File: config.mk
export PLATFORM = sky130hd
export DESIGN_NAME = note_recognizer_top
export DESIGN_NICKNAME = d
export VERILOG_FILES = /design/src/verilog/note_pkg.sv /design/src/verilog/zero_cross_period.sv /design/src/verilog/note_classifier.sv /design/src/verilog/note_stabilizer.sv /design/src/verilog/note_display.sv /design/src/verilog/note_wb_regs.sv /design/src/verilog/note_recognizer_top.sv
export SDC_FILE = /design/constraint.sdc
export NUM_CORES = 1
export LEC_CHECK = 0
export ABC_AREA = 1
export BUFFER_PORTS_ARGS = -buffer_cell sky130_fd_sc_hd__buf_2
export CAP_MARGIN = 15
export CORE_MARGIN = 5
export CORE_UTILIZATION = 35
export DETAILED_ROUTE_END_ITERATION = 10
export HOLD_SLACK_MARGIN = 0.1
export PLACE_DENSITY = 0.5
export SLEW_MARGIN = 10
export SYNTH_ARGS = -nofsm -noshare
export SYNTH_HDL_FRONTEND = slang
export SYNTH_SLANG_ARGS = --single-unit
File: constraint.sdc
create_clock -name clk -period 5.3 [get_ports clk]
set_input_delay 1.59 -clock clk [delete_from_list [all_inputs] [get_ports clk]]
set_output_delay 1.59 -clock clk [all_outputs]
set_load 0.01 [all_outputs]
File: src/verilog/note_pkg.sv
package note_pkg;

    //----------------------------------------------------------------------
    // Widths
    //----------------------------------------------------------------------

    localparam int period_w = 20;  // Lowest C at 50 MHz still fits
    localparam int sample_w = 24;

    //----------------------------------------------------------------------
    // Note encoding
    //----------------------------------------------------------------------

    typedef enum logic [3:0] {
        note_c    = 4'd0,
        note_cs   = 4'd1,
        note_d    = 4'd2,
        note_ds   = 4'd3,
        note_e    = 4'd4,
        note_f    = 4'd5,
        note_fs   = 4'd6,
        note_g    = 4'd7,
        note_gs   = 4'd8,
        note_a    = 4'd9,
        note_as   = 4'd10,
        note_b    = 4'd11,
        note_none = 4'd15
    } note_t;

    //----------------------------------------------------------------------
    // Stage and bus traffic
    //----------------------------------------------------------------------

    typedef struct packed {
        logic                stb;     // New period measured
        logic [period_w-1:0] period;
    } period_s;

    typedef struct packed {
        logic  stb;                   // Classification updated
        note_t note;
    } note_s;

    typedef struct packed {
        logic        cyc;
        logic        stb;
        logic        we;
        logic [3:0]  adr;             // Byte address
        logic [31:0] dat;
    } wb_req_s;

    typedef struct packed {
        logic        ack;
        logic [31:0] dat;
    } wb_rsp_s;

    // Word indices of the register map
    localparam logic [1:0] reg_status  = 2'd0;
    localparam logic [1:0] reg_period  = 2'd1;
    localparam logic [1:0] reg_changes = 2'd2;

endpackage

File: src/verilog/zero_cross_period.sv
`timescale 1ns/1ns

module zero_cross_period
(
    input  logic                          clk,
    input  logic                          rst,
    input  logic [note_pkg::sample_w-1:0] mic,
    output note_pkg::period_s             period_out
);

    import note_pkg::*;

    logic                prev_sign;
    logic [period_w-1:0] counter;
    logic                crossing;

    // Sign goes from negative to non-negative
    assign crossing = prev_sign && !mic[sample_w-1];

    always_ff @(posedge clk)
    begin
        if (rst)
        begin
            prev_sign  <= 1'b0;
            counter    <= '0;
            period_out <= '0;
        end
        else
        begin
            prev_sign      <= mic[sample_w-1];
            period_out.stb <= crossing;  // One cycle strobe

            if (crossing)
            begin
                period_out.period <= counter;
                counter           <= '0;
            end
            else if (counter != '1)       // Saturate, no wrap
            begin
                counter <= counter + 1'b1;
            end
        end
    end

endmodule

File: src/verilog/note_classifier.sv
`timescale 1ns/1ns

module note_classifier
#(
    parameter int unsigned clk_mhz = 50
)
(
    input  logic              clk,
    input  logic              rst,
    input  note_pkg::period_s period_in,
    output note_pkg::note_s   note_out
);

    import note_pkg::*;

    //----------------------------------------------------------------------
    // Semitone table, hundredths of a Hz, C to B
    //----------------------------------------------------------------------

    localparam int semitones = 12;

    localparam int unsigned freq_100 [semitones] = '{
        26163,  // C
        27718,  // C#
        29366,  // D
        31113,  // D#
        32963,  // E
        34923,  // F
        36999,  // F#
        39200,  // G
        41530,  // G#
        44000,  // A
        46616,  // A#
        49388   // B
    };

    //----------------------------------------------------------------------
    // Window tests
    //----------------------------------------------------------------------

    // Scaled by 100 in the divide, so 97 and 103 give the 3% edges
    function automatic logic in_window
    (
        input int unsigned         f100,
        input logic [period_w-1:0] p
    );
        int unsigned nominal;
        nominal = clk_mhz * 1_000_000 / f100;
        return (p > nominal * 97) && (p < nominal * 103);
    endfunction

    // Three octaves of one semitone
    function automatic logic note_matches
    (
        input int unsigned         f100,
        input logic [period_w-1:0] p
    );
        return in_window(f100, p)
            || in_window(f100 * 2, p)
            || in_window(f100 * 4, p);
    endfunction

    note_t match;

    // Walk downward so the lowest matching semitone wins
    always_comb
    begin
        match = note_none;
        for (int i = semitones - 1; i >= 0; i--)
            if (note_matches(freq_100[i], period_in.period))
                match = note_t'(i);
    end

    always_ff @(posedge clk)
    begin
        if (rst)
        begin
            note_out.stb  <= 1'b0;
            note_out.note <= note_none;
        end
        else
        begin
            note_out.stb <= period_in.stb;
            if (period_in.stb)
                note_out.note <= match;  // Held between strobes
        end
    end

endmodule

File: src/verilog/note_stabilizer.sv
`timescale 1ns/1ns

module note_stabilizer
#(
    parameter int stable_bits = 20
)
(
    input  logic            clk,
    input  logic            rst,
    input  note_pkg::note_s note_in,
    output note_pkg::note_t stable_note
);

    import note_pkg::*;

    note_t                  cur_note;  // Latest classification
    note_t                  d_note;    // Delayed copy
    logic [stable_bits-1:0] run_cnt;   // Cycles without a change

    always_ff @(posedge clk)
    begin
        if (rst)
        begin
            cur_note    <= note_none;
            d_note      <= note_none;
            run_cnt     <= '0;
            stable_note <= note_none;
        end
        else
        begin
            if (note_in.stb)
                cur_note <= note_in.note;

            d_note <= cur_note;

            if (cur_note != d_note)
                run_cnt <= '0;           // Any flicker restarts the run
            else
                run_cnt <= run_cnt + 1'b1;

            // Full wrap with no difference
            if (&run_cnt)
                stable_note <= d_note;
        end
    end

endmodule

File: src/verilog/note_display.sv
`timescale 1ns/1ns

module note_display
(
    input  logic            clk,
    input  logic            rst,
    input  note_pkg::note_t stable_note,
    output logic            note_vld,
    output logic [3:0]      note_idx,
    output logic [7:0]      abcdefgh,
    output logic [15:0]     change_count
);

    import note_pkg::*;

    //      --a--
    //     |     |
    //     f     b
    //      --g--
    //     e     c
    //      --d--  h        h is the dot, lit for sharps

    localparam logic [7:0] dash_seg = 8'b0000_0010;

    note_t shown_note;   // Note currently on the outputs

    always_ff @(posedge clk)
    begin
        if (rst)
        begin
            shown_note   <= note_none;
            note_vld     <= 1'b0;
            note_idx     <= 4'd0;
            abcdefgh     <= dash_seg;
            change_count <= '0;
        end
        else
        begin
            shown_note <= stable_note;
            note_vld   <= (stable_note != note_none);

            if (stable_note != note_none)
                note_idx <= stable_note;  // Holds while no note

            if (stable_note != shown_note)
                change_count <= change_count + 1'b1;

            case (stable_note)
                note_c:  abcdefgh <= 8'b1001_1100;
                note_cs: abcdefgh <= 8'b1001_1101;
                note_d:  abcdefgh <= 8'b0111_1010;
                note_ds: abcdefgh <= 8'b0111_1011;
                note_e:  abcdefgh <= 8'b1001_1110;
                note_f:  abcdefgh <= 8'b1000_1110;
                note_fs: abcdefgh <= 8'b1000_1111;
                note_g:  abcdefgh <= 8'b1011_1100;
                note_gs: abcdefgh <= 8'b1011_1101;
                note_a:  abcdefgh <= 8'b1110_1110;
                note_as: abcdefgh <= 8'b1110_1111;
                note_b:  abcdefgh <= 8'b0011_1110;
                default: abcdefgh <= dash_seg;
            endcase
        end
    end

endmodule

File: src/verilog/note_wb_regs.sv
`timescale 1ns/1ns

module note_wb_regs
(
    input  logic              clk,
    input  logic              rst,
    input  note_pkg::wb_req_s wb_req,
    output note_pkg::wb_rsp_s wb_rsp,
    input  note_pkg::period_s period_in,
    input  logic              note_vld,
    input  logic [3:0]        note_idx,
    input  logic [15:0]       change_count
);

    import note_pkg::*;

    typedef enum logic {
        wb_idle,
        wb_ack
    } wb_state_t;

    wb_state_t           state;
    logic [31:0]         rsp_dat;
    logic [31:0]         rd_dat;
    logic [period_w-1:0] last_period;

    always_ff @(posedge clk)
    begin
        if (rst)
            last_period <= '0;
        else if (period_in.stb)
            last_period <= period_in.period;
    end

    // Word select from the byte address
    always_comb
    begin
        case (wb_req.adr[3:2])
            reg_status:  rd_dat = {27'd0, note_vld, note_idx};
            reg_period:  rd_dat = {{(32 - period_w){1'b0}}, last_period};
            reg_changes: rd_dat = {16'd0, change_count};
            default:     rd_dat = '0;
        endcase
    end

    always_ff @(posedge clk)
    begin
        if (rst)
        begin
            state   <= wb_idle;
            rsp_dat <= '0;
        end
        else if (state == wb_ack)
        begin
            state <= wb_idle;                      // Never two acks in a row
        end
        else if (wb_req.cyc && wb_req.stb)
        begin
            state   <= wb_ack;
            rsp_dat <= wb_req.we ? '0 : rd_dat;    // Writes are dropped
        end
    end

    assign wb_rsp = '{ack: (state == wb_ack), dat: rsp_dat};

endmodule

File: src/verilog/note_recognizer_top.sv
`timescale 1ns/1ns

module note_recognizer_top
#(
    parameter int unsigned clk_mhz     = 50,
    parameter int          stable_bits = 20
)
(
    input  logic                          clk,
    input  logic                          rst,
    input  logic [note_pkg::sample_w-1:0] mic,
    input  note_pkg::wb_req_s             wb_req,
    output note_pkg::wb_rsp_s             wb_rsp,
    output logic                          note_vld,
    output logic [3:0]                    note_idx,
    output logic [7:0]                    abcdefgh
);

    import note_pkg::*;

    //----------------------------------------------------------------------
    // Internal stage signals
    //----------------------------------------------------------------------

    period_s     period;        // Crossing period with strobe
    note_s       raw_note;      // Per-period classification
    note_t       stable_note;
    logic [15:0] change_count;

    //----------------------------------------------------------------------
    // Datapath
    //----------------------------------------------------------------------

    zero_cross_period zcp0 (
        .clk        (clk),
        .rst        (rst),
        .mic        (mic),
        .period_out (period)
    );

    note_classifier #(.clk_mhz(clk_mhz)) cls0 (
        .clk       (clk),
        .rst       (rst),
        .period_in (period),
        .note_out  (raw_note)
    );

    note_stabilizer #(.stable_bits(stable_bits)) stab0 (
        .clk         (clk),
        .rst         (rst),
        .note_in     (raw_note),
        .stable_note (stable_note)
    );

    note_display disp0 (
        .clk          (clk),
        .rst          (rst),
        .stable_note  (stable_note),
        .note_vld     (note_vld),
        .note_idx     (note_idx),
        .abcdefgh     (abcdefgh),
        .change_count (change_count)
    );

    // Host access to status, period and change count
    note_wb_regs regs0 (
        .clk          (clk),
        .rst          (rst),
        .wb_req       (wb_req),
        .wb_rsp       (wb_rsp),
        .period_in    (period),
        .note_vld     (note_vld),
        .note_idx     (note_idx),
        .change_count (change_count)
    );

endmodule

* Word-level counts from Yosys, hierarchy flattened *
Memory sizes are Yosys's and may differ from the RTL's. A register that Yosys moved wholly into a read port is not among the register bits.
Cells that the tools add are included.

word-level totals
  logic and storage cells = 184
  register bits = 157
  output and inout port bits = 46
  memory bits (read-only) = 128
  memories = 1
  bits of input ports = 65

cells by class
  $lt $le $gt $ge = 72
  reductions and logical operators = 69
  equal/unequal tests = 6
  bitwise logic cells = 1
  multiplexer cells = 15
  $add $sub $neg = 3

memories
  memory           words  bits a word  rd ports  clocked after Yosys merged registers in  write ports  line                source
  (no name shown)  16     8            1         1                                        0            note_display.sv:48  case (stable_note)

operator list
  operator                 number
  $gt A20 B16 Y1 const B   12
  $gt A20 B17 Y1 const B   12
  $lt A20 B17 Y1 const B   12
  $lt A20 B16 Y1 const B   11
  $lt A20 B18 Y1 const B   8
  $gt A20 B15 Y1 const B   6
  $gt A20 B18 Y1 const B   6
  $lt A20 B15 Y1 const B   5
  $pmux W20 S3             1
  $add A20 B1 Y20 const B  2
  $logic_and A1 B1 Y1      38
  $mux W4                  8
  $logic_or A1 B1 Y1       24
  $mux W20                 1
  $ne A20 B20 Y1 const B   1
  $reduce_and A20 Y1       1
  $add A16 B1 Y16 const B  1
  $mux W3                  4
  $ne A4 B4 Y1             2
  $reduce_or A2 Y1         3
  $ne A4 B4 Y1 const B     1
  $eq A2 B1 Y1 const B     1
  $eq A2 B2 Y1 const B     1
  $logic_not A2 Y1         1
  4 further kinds          4

* Longest topological paths before layout *
Gate-level depths: netlist of run 1.

  depth after elaboration = 16
  gate-level depth with buffers = 23
  mapped depth without buffers = 22

* Hierarchy *
A second synthesis of run 1 with hierarchy kept.

second synthesis, totals
  cells, all modules = 1623
  area total of the unflattened synthesis = 10132.2 um^2

by module, submodules not included
  module             area each (um^2)  instances  seq. area each (um^2)  cells an instance
  note_classifier    3357.0            1          100.1                  690
  note_wb_regs       1895.6            1          820.8                  257
  zero_cross_period  1833.0            1          840.8                  251
  note_display       1575.3            1          660.6                  228
  note_stabilizer    1471.4            1          640.6                  197

* Least setup slack after synthesis of run 1 *
No wires, ideal clock.

  kind = input to register
  start = in wb_req[38] (netlist bit)
  end = reg regs0.rsp_dat[13]
  arrival time = 2.802 ns
  path slack = 2.424 ns
  path buffers = 1
  stages = 9
  library setup time = 0.074 ns
  data required time = 5.226 ns
  cell sequence = nand2_1 nor2_1 inv_1 nor2_1 inv_1 nor3_1 clkbuf_1 nand2_1 a31oi_1

on the way
  longest elaborated chain between the ends = 2

RTL lines
  element                             line                       source
  from (decl)                         note_recognizer_top.sv:12  input note_pkg::wb_req_s wb_req,
  $logic_and A1 B1 Y1                 note_wb_regs.sv:57         else if (wb_req.cyc && wb_req.stb)
  $reduce_and A2 Y1 (no source line)  n/a
  to (signal assigned)                note_wb_regs.sv:60         rsp_dat <= wb_req.we ? '0 : rd_dat;
  to (decl)                           note_wb_regs.sv:23         logic [31:0] rsp_dat;

No other way between the ends.
A chain may end at the register's enable or synchronous reset.

* Worst setup path in the final report of run 1 *
  start = reg zcp0.period_out[7] (netlist name)
  end = reg cls0.note_out[0] (netlist bit)

on the way
  longest elaborated chain between the ends = 15
  elaborated cells on any way between the ends = 132
  those cells by class = order compare (66); mux (11); reduce/logical (55)

RTL lines
  element                                 line                   source
  $gt A20 B17 Y1 (tied with other cells)  note_classifier.sv:49  return (p > nominal * 97) && (p < nominal * 103);
  $logic_and A1 B1 Y1                     note_classifier.sv:49
  $logic_or A1 B1 Y1                      note_classifier.sv:59  || in_window(f100 * 2, p)
  $logic_or A1 B1 Y1                      note_classifier.sv:60  || in_window(f100 * 4, p);
  $mux W3 (3 in series)                   note_classifier.sv:70  if (note_matches(freq_100[i], period_in.period))
  $mux W4 (7 in series)                   note_classifier.sv:70
  $mux W4 (*)                             note_classifier.sv:70
  to (decl)                               note_classifier.sv:11  output note_pkg::note_s note_out

Mark *: on every way between the ends. The rest lies on a longest branch, timed or not.

==> out/metrics.csv, run 1 <==
stage,metric,value,unit
run_status,status,"finished, final reports clean",
place,post-place-ws,1510,ps
routing,routed_wl,38100,um
clocking,cts_resized,0,
place,place_hpwl,28800,um
clocking,htreeDepth,4,
pwr,switching_share,25.5,%
pwr,seqPwrFrac,47.0,%
yosys,async_flop_share,0,%
grt,grt_max_degree,46,
finish,diodes,0,
finish,regArea,3060,sq um
sta,max_freq,277,MHz
yosys,yosys.area.top_type_share,33.5,%
worst_setup_path,crit_chain,inv_1 -> nor2_1 -> nand2_1 -> nor2_1 -> nor2_1 -> o21ai_1 -> a41oi_1 -> nand2_1 -> nand2_1 -> nor2_1 -> nand2_1 -> nand2_1 -> nand2_1 -> nand2_1 -> nand2_1 -> nand2_1 -> nand2_1,
yosys,synth_top_family_by_area,simple AND/OR/NAND/NOR gates,
grt,grtUsageTotal,25.7,%
clocking,cts_setup_buffers,0,
yosys,yosysSeqAreaShare,33.5,%
grt,overflow,0,
place,dp_cells,1773,
routing,drc,0,
clocking,clockBufferDepth,2,
yosys,yosysUniqueCellTypes,48,
finish,nFillCells,2874,
finish,multi_input_area,5140,sq um
sta,setup_viol,0,
clocking,cts_tree,done,
yosys,synth_area_per_cell,6.38,sq um
routing,wl_per_cell,21.1,um
yosys,netlist_instances,1434,
sta,setup-tns-final,0,ps
worst_setup_path,rrSetupSlack,1690,ps
pwr,ir_worst_vdd,0.188,mV
yosys,synth_seq_cells,153,
pwr,power_frac_clock,49.9,%
sta,slew_viol_final,0,
yosys,synth_fa_ha_area_share,0.821,%
worst_setup_path,path_class,flop to flop,
yosys,synth_area,9150,sq um
yosys,synth_edf_count,0,
worst_setup_path,r2r_end,cls0.note_out[0],
worst_setup_path,crit_path_top_delay_cell,dfxtp_1,
clocking,clk_pin_slew,70,ps
sta,fin_crit_sh,68.0,%
pwr,p_int,1.86,mW
worst_setup_path,startpoint_type,flop,
clocking,clk_latency,430,ps
clocking,numCtsBuffers,17,
die,core_area,25900,sq um
finish,drive_gt1_share,8.30,%
worst_setup_path,slowest_delay,730,ps
sta,fin_ws,1690,ps
finish,fin_area,10100,sq um
yosys,synth_compound_area_share,18.7,%
yosys,synth_largest_area_cell,dfxtp_1,
place,routabilityCongestion,1.13,
clocking,clock-sinks,153,
die,ioPinCount,111,
yosys,yosys.area_share.simple,35.0,%
worst_setup_path,crit_required,5610,ps
finish,area_growth,10.9,%
routing,drt_iter0_drc,1012,
worst_setup_path,end_kind,flop,
pwr,powerDensity,246,nW/um^2
worst_setup_path,ff2ff_path_depth,17,
yosys,yosys_most_used_dff,dfxtp_1,
place,dpl-instance-area,9540,sq um
die,rows,59,
routing,via_count,10200,
sta,grt_setup_unrepaired,false,
finish,final_core_utilization,39.1,%
worst_setup_path,cp-startpoint,zcp0.period_out[7],
worst_setup_path,r2r_start,zcp0.period_out[7],
routing,vias_per_cell,5.64,
worst_setup_path,cp_max_fo,12,
hold_path,holdCritPathClass,flop to flop,
die,initial_core_util,35.3,%
grt,grt_pass1_wl,57400,um
routing,detail-route-antenna-nets,0,
place,numPortBuffers,41,
worst_setup_path,worstPathArrival,3920,ps
finish,final_net_count,1528,
yosys,synth_area_leaders,"dfxtp_1 (33%), nand2_1 (13%), nor2_1 (7.3%)",
sta,skew,15.6,ps
worst_setup_path,crit_top_cell,nand2_1,
clocking,cts-root-buf,clkbuf_16,
die,dieArea,29500,sq um
clocking,ctsHoldBuffers,0,
yosys,synthMuxAreaShare,0,%
finish,fin_cells,1805,
worst_setup_path,crit_path_end,cls0.note_out[0],
sta,hold_violations,0,
pwr,comb_power_share,3.2,%
grt,grt_antenna_before_repair,0,
grt,grt_pass1_vias,9663,
die,die_y,172,um
routing,drt-pass1-iter-count,5,
yosys,ys_warn_count,0,
job,cap_violations,0,
pwr,leakage,4.19,nW
pwr,switching_power,0.636,mW
sta,tightestPinTransition,921,ps
hold_path,whs_path_depth,1,
yosys,synth_xor_area_share,1.15,%
sta,period_needed,3610,ps
sta,max_slew_margin,38.5,%
die,die_w,172,um
[power groups by stage]
stage / sequential (mW) / clock, mW / combinational, mW
floorplan: 1.19 / 0 / 0.0636
global placement: 1.20 / 0 / 0.0783
detailed placement: 1.20 / 0 / 0.0786
CTS: 1.17 / 1.28 / 0.0788
global route: 1.17 / 1.32 / 0.0902
finish: 1.17 / 1.24 / 0.0788
[stage by stage]
stage                     hold WS, ps  power [mW]
after floorplan                   412        1.26
after global placement            435        1.28
after detailed placement          443        1.28
after CTS                         452        2.53
after global routing              490        2.59
final                             446        2.49
[flip-flops by register name, summed over array words and instances, names as in the netlist]
signal              flops
regs0.rsp_dat          20
zcp0.period_out        21
stab0.stable_note       4
cls0.note_out           5
regs0.last_period      20
stab0.cur_note          4
disp0.abcdefgh          8
disp0.shown_note        4
disp0.note_vld          1
regs0.state             1
zcp0.prev_sign          1
zcp0.counter           20
stab0.run_cnt          20
disp0.note_idx          4
disp0.change_count     16
stab0.d_note            4
[how the worst min path moves through the flow]
stage,from,end,slack [ps]
2_1_floorplan,stab0.cur_note[0],stab0.d_note[0],410
3_3_place_gp,stab0.run_cnt[0],stab0.run_cnt[0],430
3_5_place_dp,stab0.cur_note[0],stab0.d_note[0],440
4_1_cts,stab0.run_cnt[0],stab0.run_cnt[0],450
5_1_grt,regs0.rsp_dat[0],regs0.rsp_dat[0],490
6_report,stab0.run_cnt[0],stab0.run_cnt[0],450
[metal layers]
| layer | GRT usage, % | share of wire, % | routed length, um | vias to the layer above |
|---|---|---|---|---|
| met1 | 33.4 | 42 | 15900 | 4675 |
| met5 | 0 | 0 | 0 | - |
| met2 | 38.9 | 42 | 16100 | 528 |
| li1 | - | - | - | 4825 |
| met3 | 6.14 | 9.4 | 3600 | 154 |
| met4 | 14.8 | 6.7 | 2540 | 0 |
[worst max-delay path: cells and delay by family (launching register included)]
| kind | cells | cell delay [ps] |
|---|---|---|
| AOI/OAI and AO/OA | 2 | 200 |
| buffers and inverters | 1 | 530 |
| DFF | 1 | 730 |
| and+or+nand+nor | 14 | 2020 |
[cell families after synthesis]
family	Yosys count
buffers and inverters	230
other	1
AND/OR/NAND/NOR	732
XOR/XNOR	12
adder cells (fa/ha/maj)	6
AO/OA/AOI/OAI	300
flip-flops	153
[final cells by class]
cell class,instances,share of cell area (%)
clock buffers,17,4.19
inverters,174,6.44
repair buffers,49,2.62
well taps,335,4.13
multi-input cells,1062,50.7
clock inverters,15,1.75
flip-flops and latches,153,30.2
[cells in the mapped netlist (4+ instances only)]
| master | instances |
|---|---|
| nand2_4 | 4 |
| ha_1 | 6 |
| nor4_1 | 15 |
| inv_1 | 161 |
| xor2_1 | 10 |
| o211ai_1 | 14 |
| dfxtp_1 | 153 |
| or2_2 | 4 |
| nand2_2 | 8 |
| buf_4 | 20 |
| a31oi_1 | 23 |
| nor3_1 | 52 |
| o2111ai_1 | 6 |
| clkbuf_1 | 23 |
| clkinv_1 | 6 |
| o22ai_1 | 19 |
| nor2_1 | 178 |
| nor3b_1 | 4 |
| nor2_2 | 8 |
| buf_2 | 7 |
| a21oi_1 | 107 |
| nand3_1 | 103 |
| inv_2 | 7 |
| nand2_1 | 320 |
| nand4_1 | 25 |
| nor2_4 | 4 |
| o21ai_1 | 7 |
| a211oi_1 | 6 |
| o21ai_0 | 95 |
| buf_6 | 5 |
[placed cells by master (no fill, tap or decap), types with 7 or more instances in the layout]
master,count
nand2_1,320
nor2_1,178
inv_1,161
dfxtp_1,153
a21oi_1,107
nand3_1,103
o21ai_0,95
nor3_1,52
buf_2,41
nand4_1,25
a31oi_1,23
o22ai_1,19
clkbuf_16,17
nor4_1,15
o211ai_1,14
conb_1,12
xor2_1,10
nor2_2,8
nand2_2,8
buf_4,8
inv_2,7
o21ai_1,7
(Power assumes the default switching activity.)
==> inputs of run 2 (changes only) <==
--- a/config.mk
+++ b/config.mk
@@ -12,7 +12,7 @@
 export CORE_UTILIZATION = 35
 export DETAILED_ROUTE_END_ITERATION = 10
 export HOLD_SLACK_MARGIN = 0.1
-export PLACE_DENSITY = 0.5
+export PLACE_DENSITY = 0.52
 export SLEW_MARGIN = 10
 export SYNTH_ARGS = -nofsm -noshare
 export SYNTH_HDL_FRONTEND = slang
==> constraint.sdc (replaced) <==
create_clock -name clk -period 3 [get_ports clk]
set_input_delay 0.9 -clock clk [delete_from_list [all_inputs] [get_ports clk]]
set_output_delay 0.9 -clock clk [all_outputs]
set_load 0.01 [all_outputs]
==> run 2 against run 1 <==
  * Clock skew increased by 3.3 ps
  * Largest power group unchanged
  * First-iteration DRC count increased by 31%
  * Sequential power increased by 77%
  * Die area unchanged
  * Hold slack improved by 6.1 ps
  * Combinational power increased by 90%
  * Highest routed layer is now met5
  * Critical path type unchanged
  * Non-clock buffer count increased by 144
  * Maximum frequency increased by 31%
  * Critical endpoint unchanged
  * Flip-flop and latch count unchanged
==> out/metrics.csv, run 2 (synthesized netlist as in run 1, its figures left out) <==
stage,metric,value,unit,change
run_status,status,"finished, final reports clean",,unchanged
worst_setup_path,slowest_delay,540,ps,was 730 ps
worst_setup_path,crit_chain,inv_2 -> nand2_2 -> nor2_1 -> nor2_1 -> nand3_1 -> nand3_1 -> nand3_1 -> nand3_1 -> nand2_1 -> nand2_1 -> nand2_1 -> nand2_1 -> nand2_1 -> nand2_1 -> nand2_1 -> nand2_1 -> nand2_1 -> nand2_1 -> nand2_1,,was inv_1 -> nor2_1 -> nand2_1 -> nor2_1 -> nor2_1 -> o21ai_1 -> a41oi_1 -> nand2_1 -> nand2_1 -> nor2_1 -> nand2_1 -> nand2_1 -> nand2_1 -> nand2_1 -> nand2_1 -> nand2_1 -> nand2_1
sta,tightestPinTransition,651,ps,was 921 ps
sta,max_freq,364,MHz,was 277 MHz
clocking,clk_pin_slew,80,ps,was 70 ps
pwr,leakage,4.90,nW,was 4.19 nW
clocking,clk_latency,430,ps,about the same
clocking,numCtsBuffers,17,,unchanged
sta,grt_setup_unrepaired,false,,unchanged
die,initial_core_util,35.3,%,unchanged
worst_setup_path,path_class,flop to flop,,unchanged
routing,wl_per_cell,21.4,um,was 21.1 um
clocking,clockBufferDepth,2,,unchanged
place,numPortBuffers,41,,unchanged
finish,final_net_count,1672,,was 1528
sta,setup_viol,0,,unchanged
grt,grt_max_degree,46,,unchanged
sta,setup-tns-final,0,ps,unchanged
routing,detail-route-antenna-nets,0,,unchanged
worst_setup_path,crit_top_cell,nand2_1,,unchanged
pwr,powerDensity,396,nW/um^2,was 246 nW/um^2
clocking,cts-root-buf,clkbuf_16,,unchanged
job,cap_violations,0,,unchanged
finish,fin_area,11200,sq um,was 10100 sq um
finish,final_core_utilization,43.3,%,was 39.1%
die,dieArea,29500,sq um,unchanged
sta,skew,18.8,ps,was 15.6 ps
clocking,ctsHoldBuffers,0,,unchanged
sta,slew_viol_final,0,,unchanged
grt,grt_pass1_wl,61900,um,was 57400 um
finish,largest_reg_flops,21,,unchanged
routing,routed_wl,41800,um,was 38100 um
clocking,cts_tree,done,,unchanged
worst_setup_path,crit_path_top_delay_cell,dfxtp_1,,unchanged
worst_setup_path,ff2ff_path_depth,19,,was 17
clocking,cts_resized,0,,unchanged
finish,drive_gt1_share,16.5,%,was 8.30%
grt,grt_antenna_before_repair,2,,was 0
die,die_y,172,um,unchanged
grt,grtUsageTotal,28.1,%,was 25.7%
sta,hold_violations,0,,unchanged
finish,diodes,0,,unchanged
place,dpl-instance-area,10600,sq um,was 9540 sq um
die,rows,59,,unchanged
grt,grt_pass1_vias,9990,,was 9663
pwr,finalPower,4.44,mW,was 2.49 mW
pwr,ir_worst_vdd,0.304,mV,was 0.188 mV
finish,final_cell_mix,"nand2_1 (320), nor2_1 (178), inv_1 (161), dfxtp_1 (153), buf_4 (152)",,"was nand2_1 (320), nor2_1 (178), inv_1 (161), dfxtp_1 (153), a21oi_1 (107)"
worst_setup_path,r2r_end,cls0.note_out[0],,unchanged
die,ioPinCount,111,,unchanged
clocking,htreeDepth,4,,unchanged
finish,top_register,zcp0.period_out,,unchanged
worst_setup_path,crit_path_end,cls0.note_out[0],,unchanged
routing,drt_iter0_drc,1324,,was 1012
routing,via_count,10700,,was 10200
worst_setup_path,worstPathArrival,3070,ps,was 3920 ps
grt,overflow,0,,unchanged
sta,max_slew_margin,56.2,%,was 38.5%
hold_path,holdCritPathClass,flop to flop,,unchanged
routing,drt-pass1-iter-count,6,,was 5
place,place_hpwl,33400,um,was 28800 um
worst_setup_path,end_kind,flop,,unchanged
worst_setup_path,cp-startpoint,zcp0.period_out[6],,was zcp0.period_out[7]
sta,period_needed,2750,ps,was 3610 ps
place,routabilityCongestion,1.05,,was 1.13
finish,area_growth,22.7,%,was 10.9%
routing,drc,0,,unchanged
die,die_w,172,um,unchanged
worst_setup_path,r2r_start,zcp0.period_out[6],,was zcp0.period_out[7]
worst_setup_path,cp_max_fo,7,,was 12
sta,fin_crit_sh,91.7,%,was 68.0%
clocking,clock-sinks,153,,unchanged
die,core_area,25900,sq um,unchanged
finish,mostFrequentLayoutCell,nand2_1,,unchanged
worst_setup_path,rrSetupSlack,250,ps,was 1690 ps
routing,vias_per_cell,5.49,,was 5.64
worst_setup_path,crit_required,3320,ps,was 5610 ps
worst_setup_path,startpoint_type,flop,,unchanged
clocking,cts_setup_buffers,0,,unchanged
## run 2: how the worst min path moves through the flow
stage          cells after the start              startpoint                      to
3_5_place_dp                       1        stab0.run_cnt[0]        stab0.run_cnt[0]
2_1_floorplan                      2       stab0.cur_note[0]         stab0.d_note[0]
3_3_place_gp                       1        stab0.run_cnt[0]        stab0.run_cnt[0]
6_report                           1        stab0.run_cnt[0]        stab0.run_cnt[0]
5_1_grt                            1  disp0.change_count[15]  disp0.change_count[15]
4_1_cts                            1  disp0.change_count[15]  disp0.change_count[15]
## run 2: per-layer routing
layer | vias to the layer above | global-route usage (%) | part of all wire [%]
met5 | - | 0 | 0.043
met4 | 4 | 13.0 | 5.4
met3 | 134 | 5.70 | 7.9
met2 | 485 | 44.0 | 44
met1 | 4962 | 37.1 | 43
li1 | 5112 | - | -
## run 2: per-stage QoR
step | setup WS (ps) | hold slack (ps) | std cells
final | 250 | 452 | 1949
after detailed placement | 332 | 441 | 1917
after floorplan | 814 | 412 | 1445
after CTS | 310 | 454 | 1949
after global routing | 48.1 | 473 | 1949
after global placement | 290 | 430 | 1917
## run 2: area by class of cell
class	count	area, sq um
Inverter	174	653
Multi-Input combinational cell	1062	5140
Fill cell	2790	14700
Tap cell	335	419
Timing Repair Buffer	193	1350
Clock buffer	17	425
Sequential cell	153	3060
Clock inverter	15	178
## run 2: power breakdown
group	total [mW]	internal (mW)	switching (mW)	leakage, nW
combinational	0.150	0.0415	0.109	3.37
clock	2.22	1.19	1.03	0.293
sequential	2.07	2.05	0.0143	1.24
total	4.44	3.29	1.15	4.90
## run 2: critical path: cells and delay by family (launching register included)
family | cells | cell delay (ps)
flip-flops | 1 | 540
AND/OR/NAND/NOR | 18 | 1850
buffers and inverters | 1 | 230
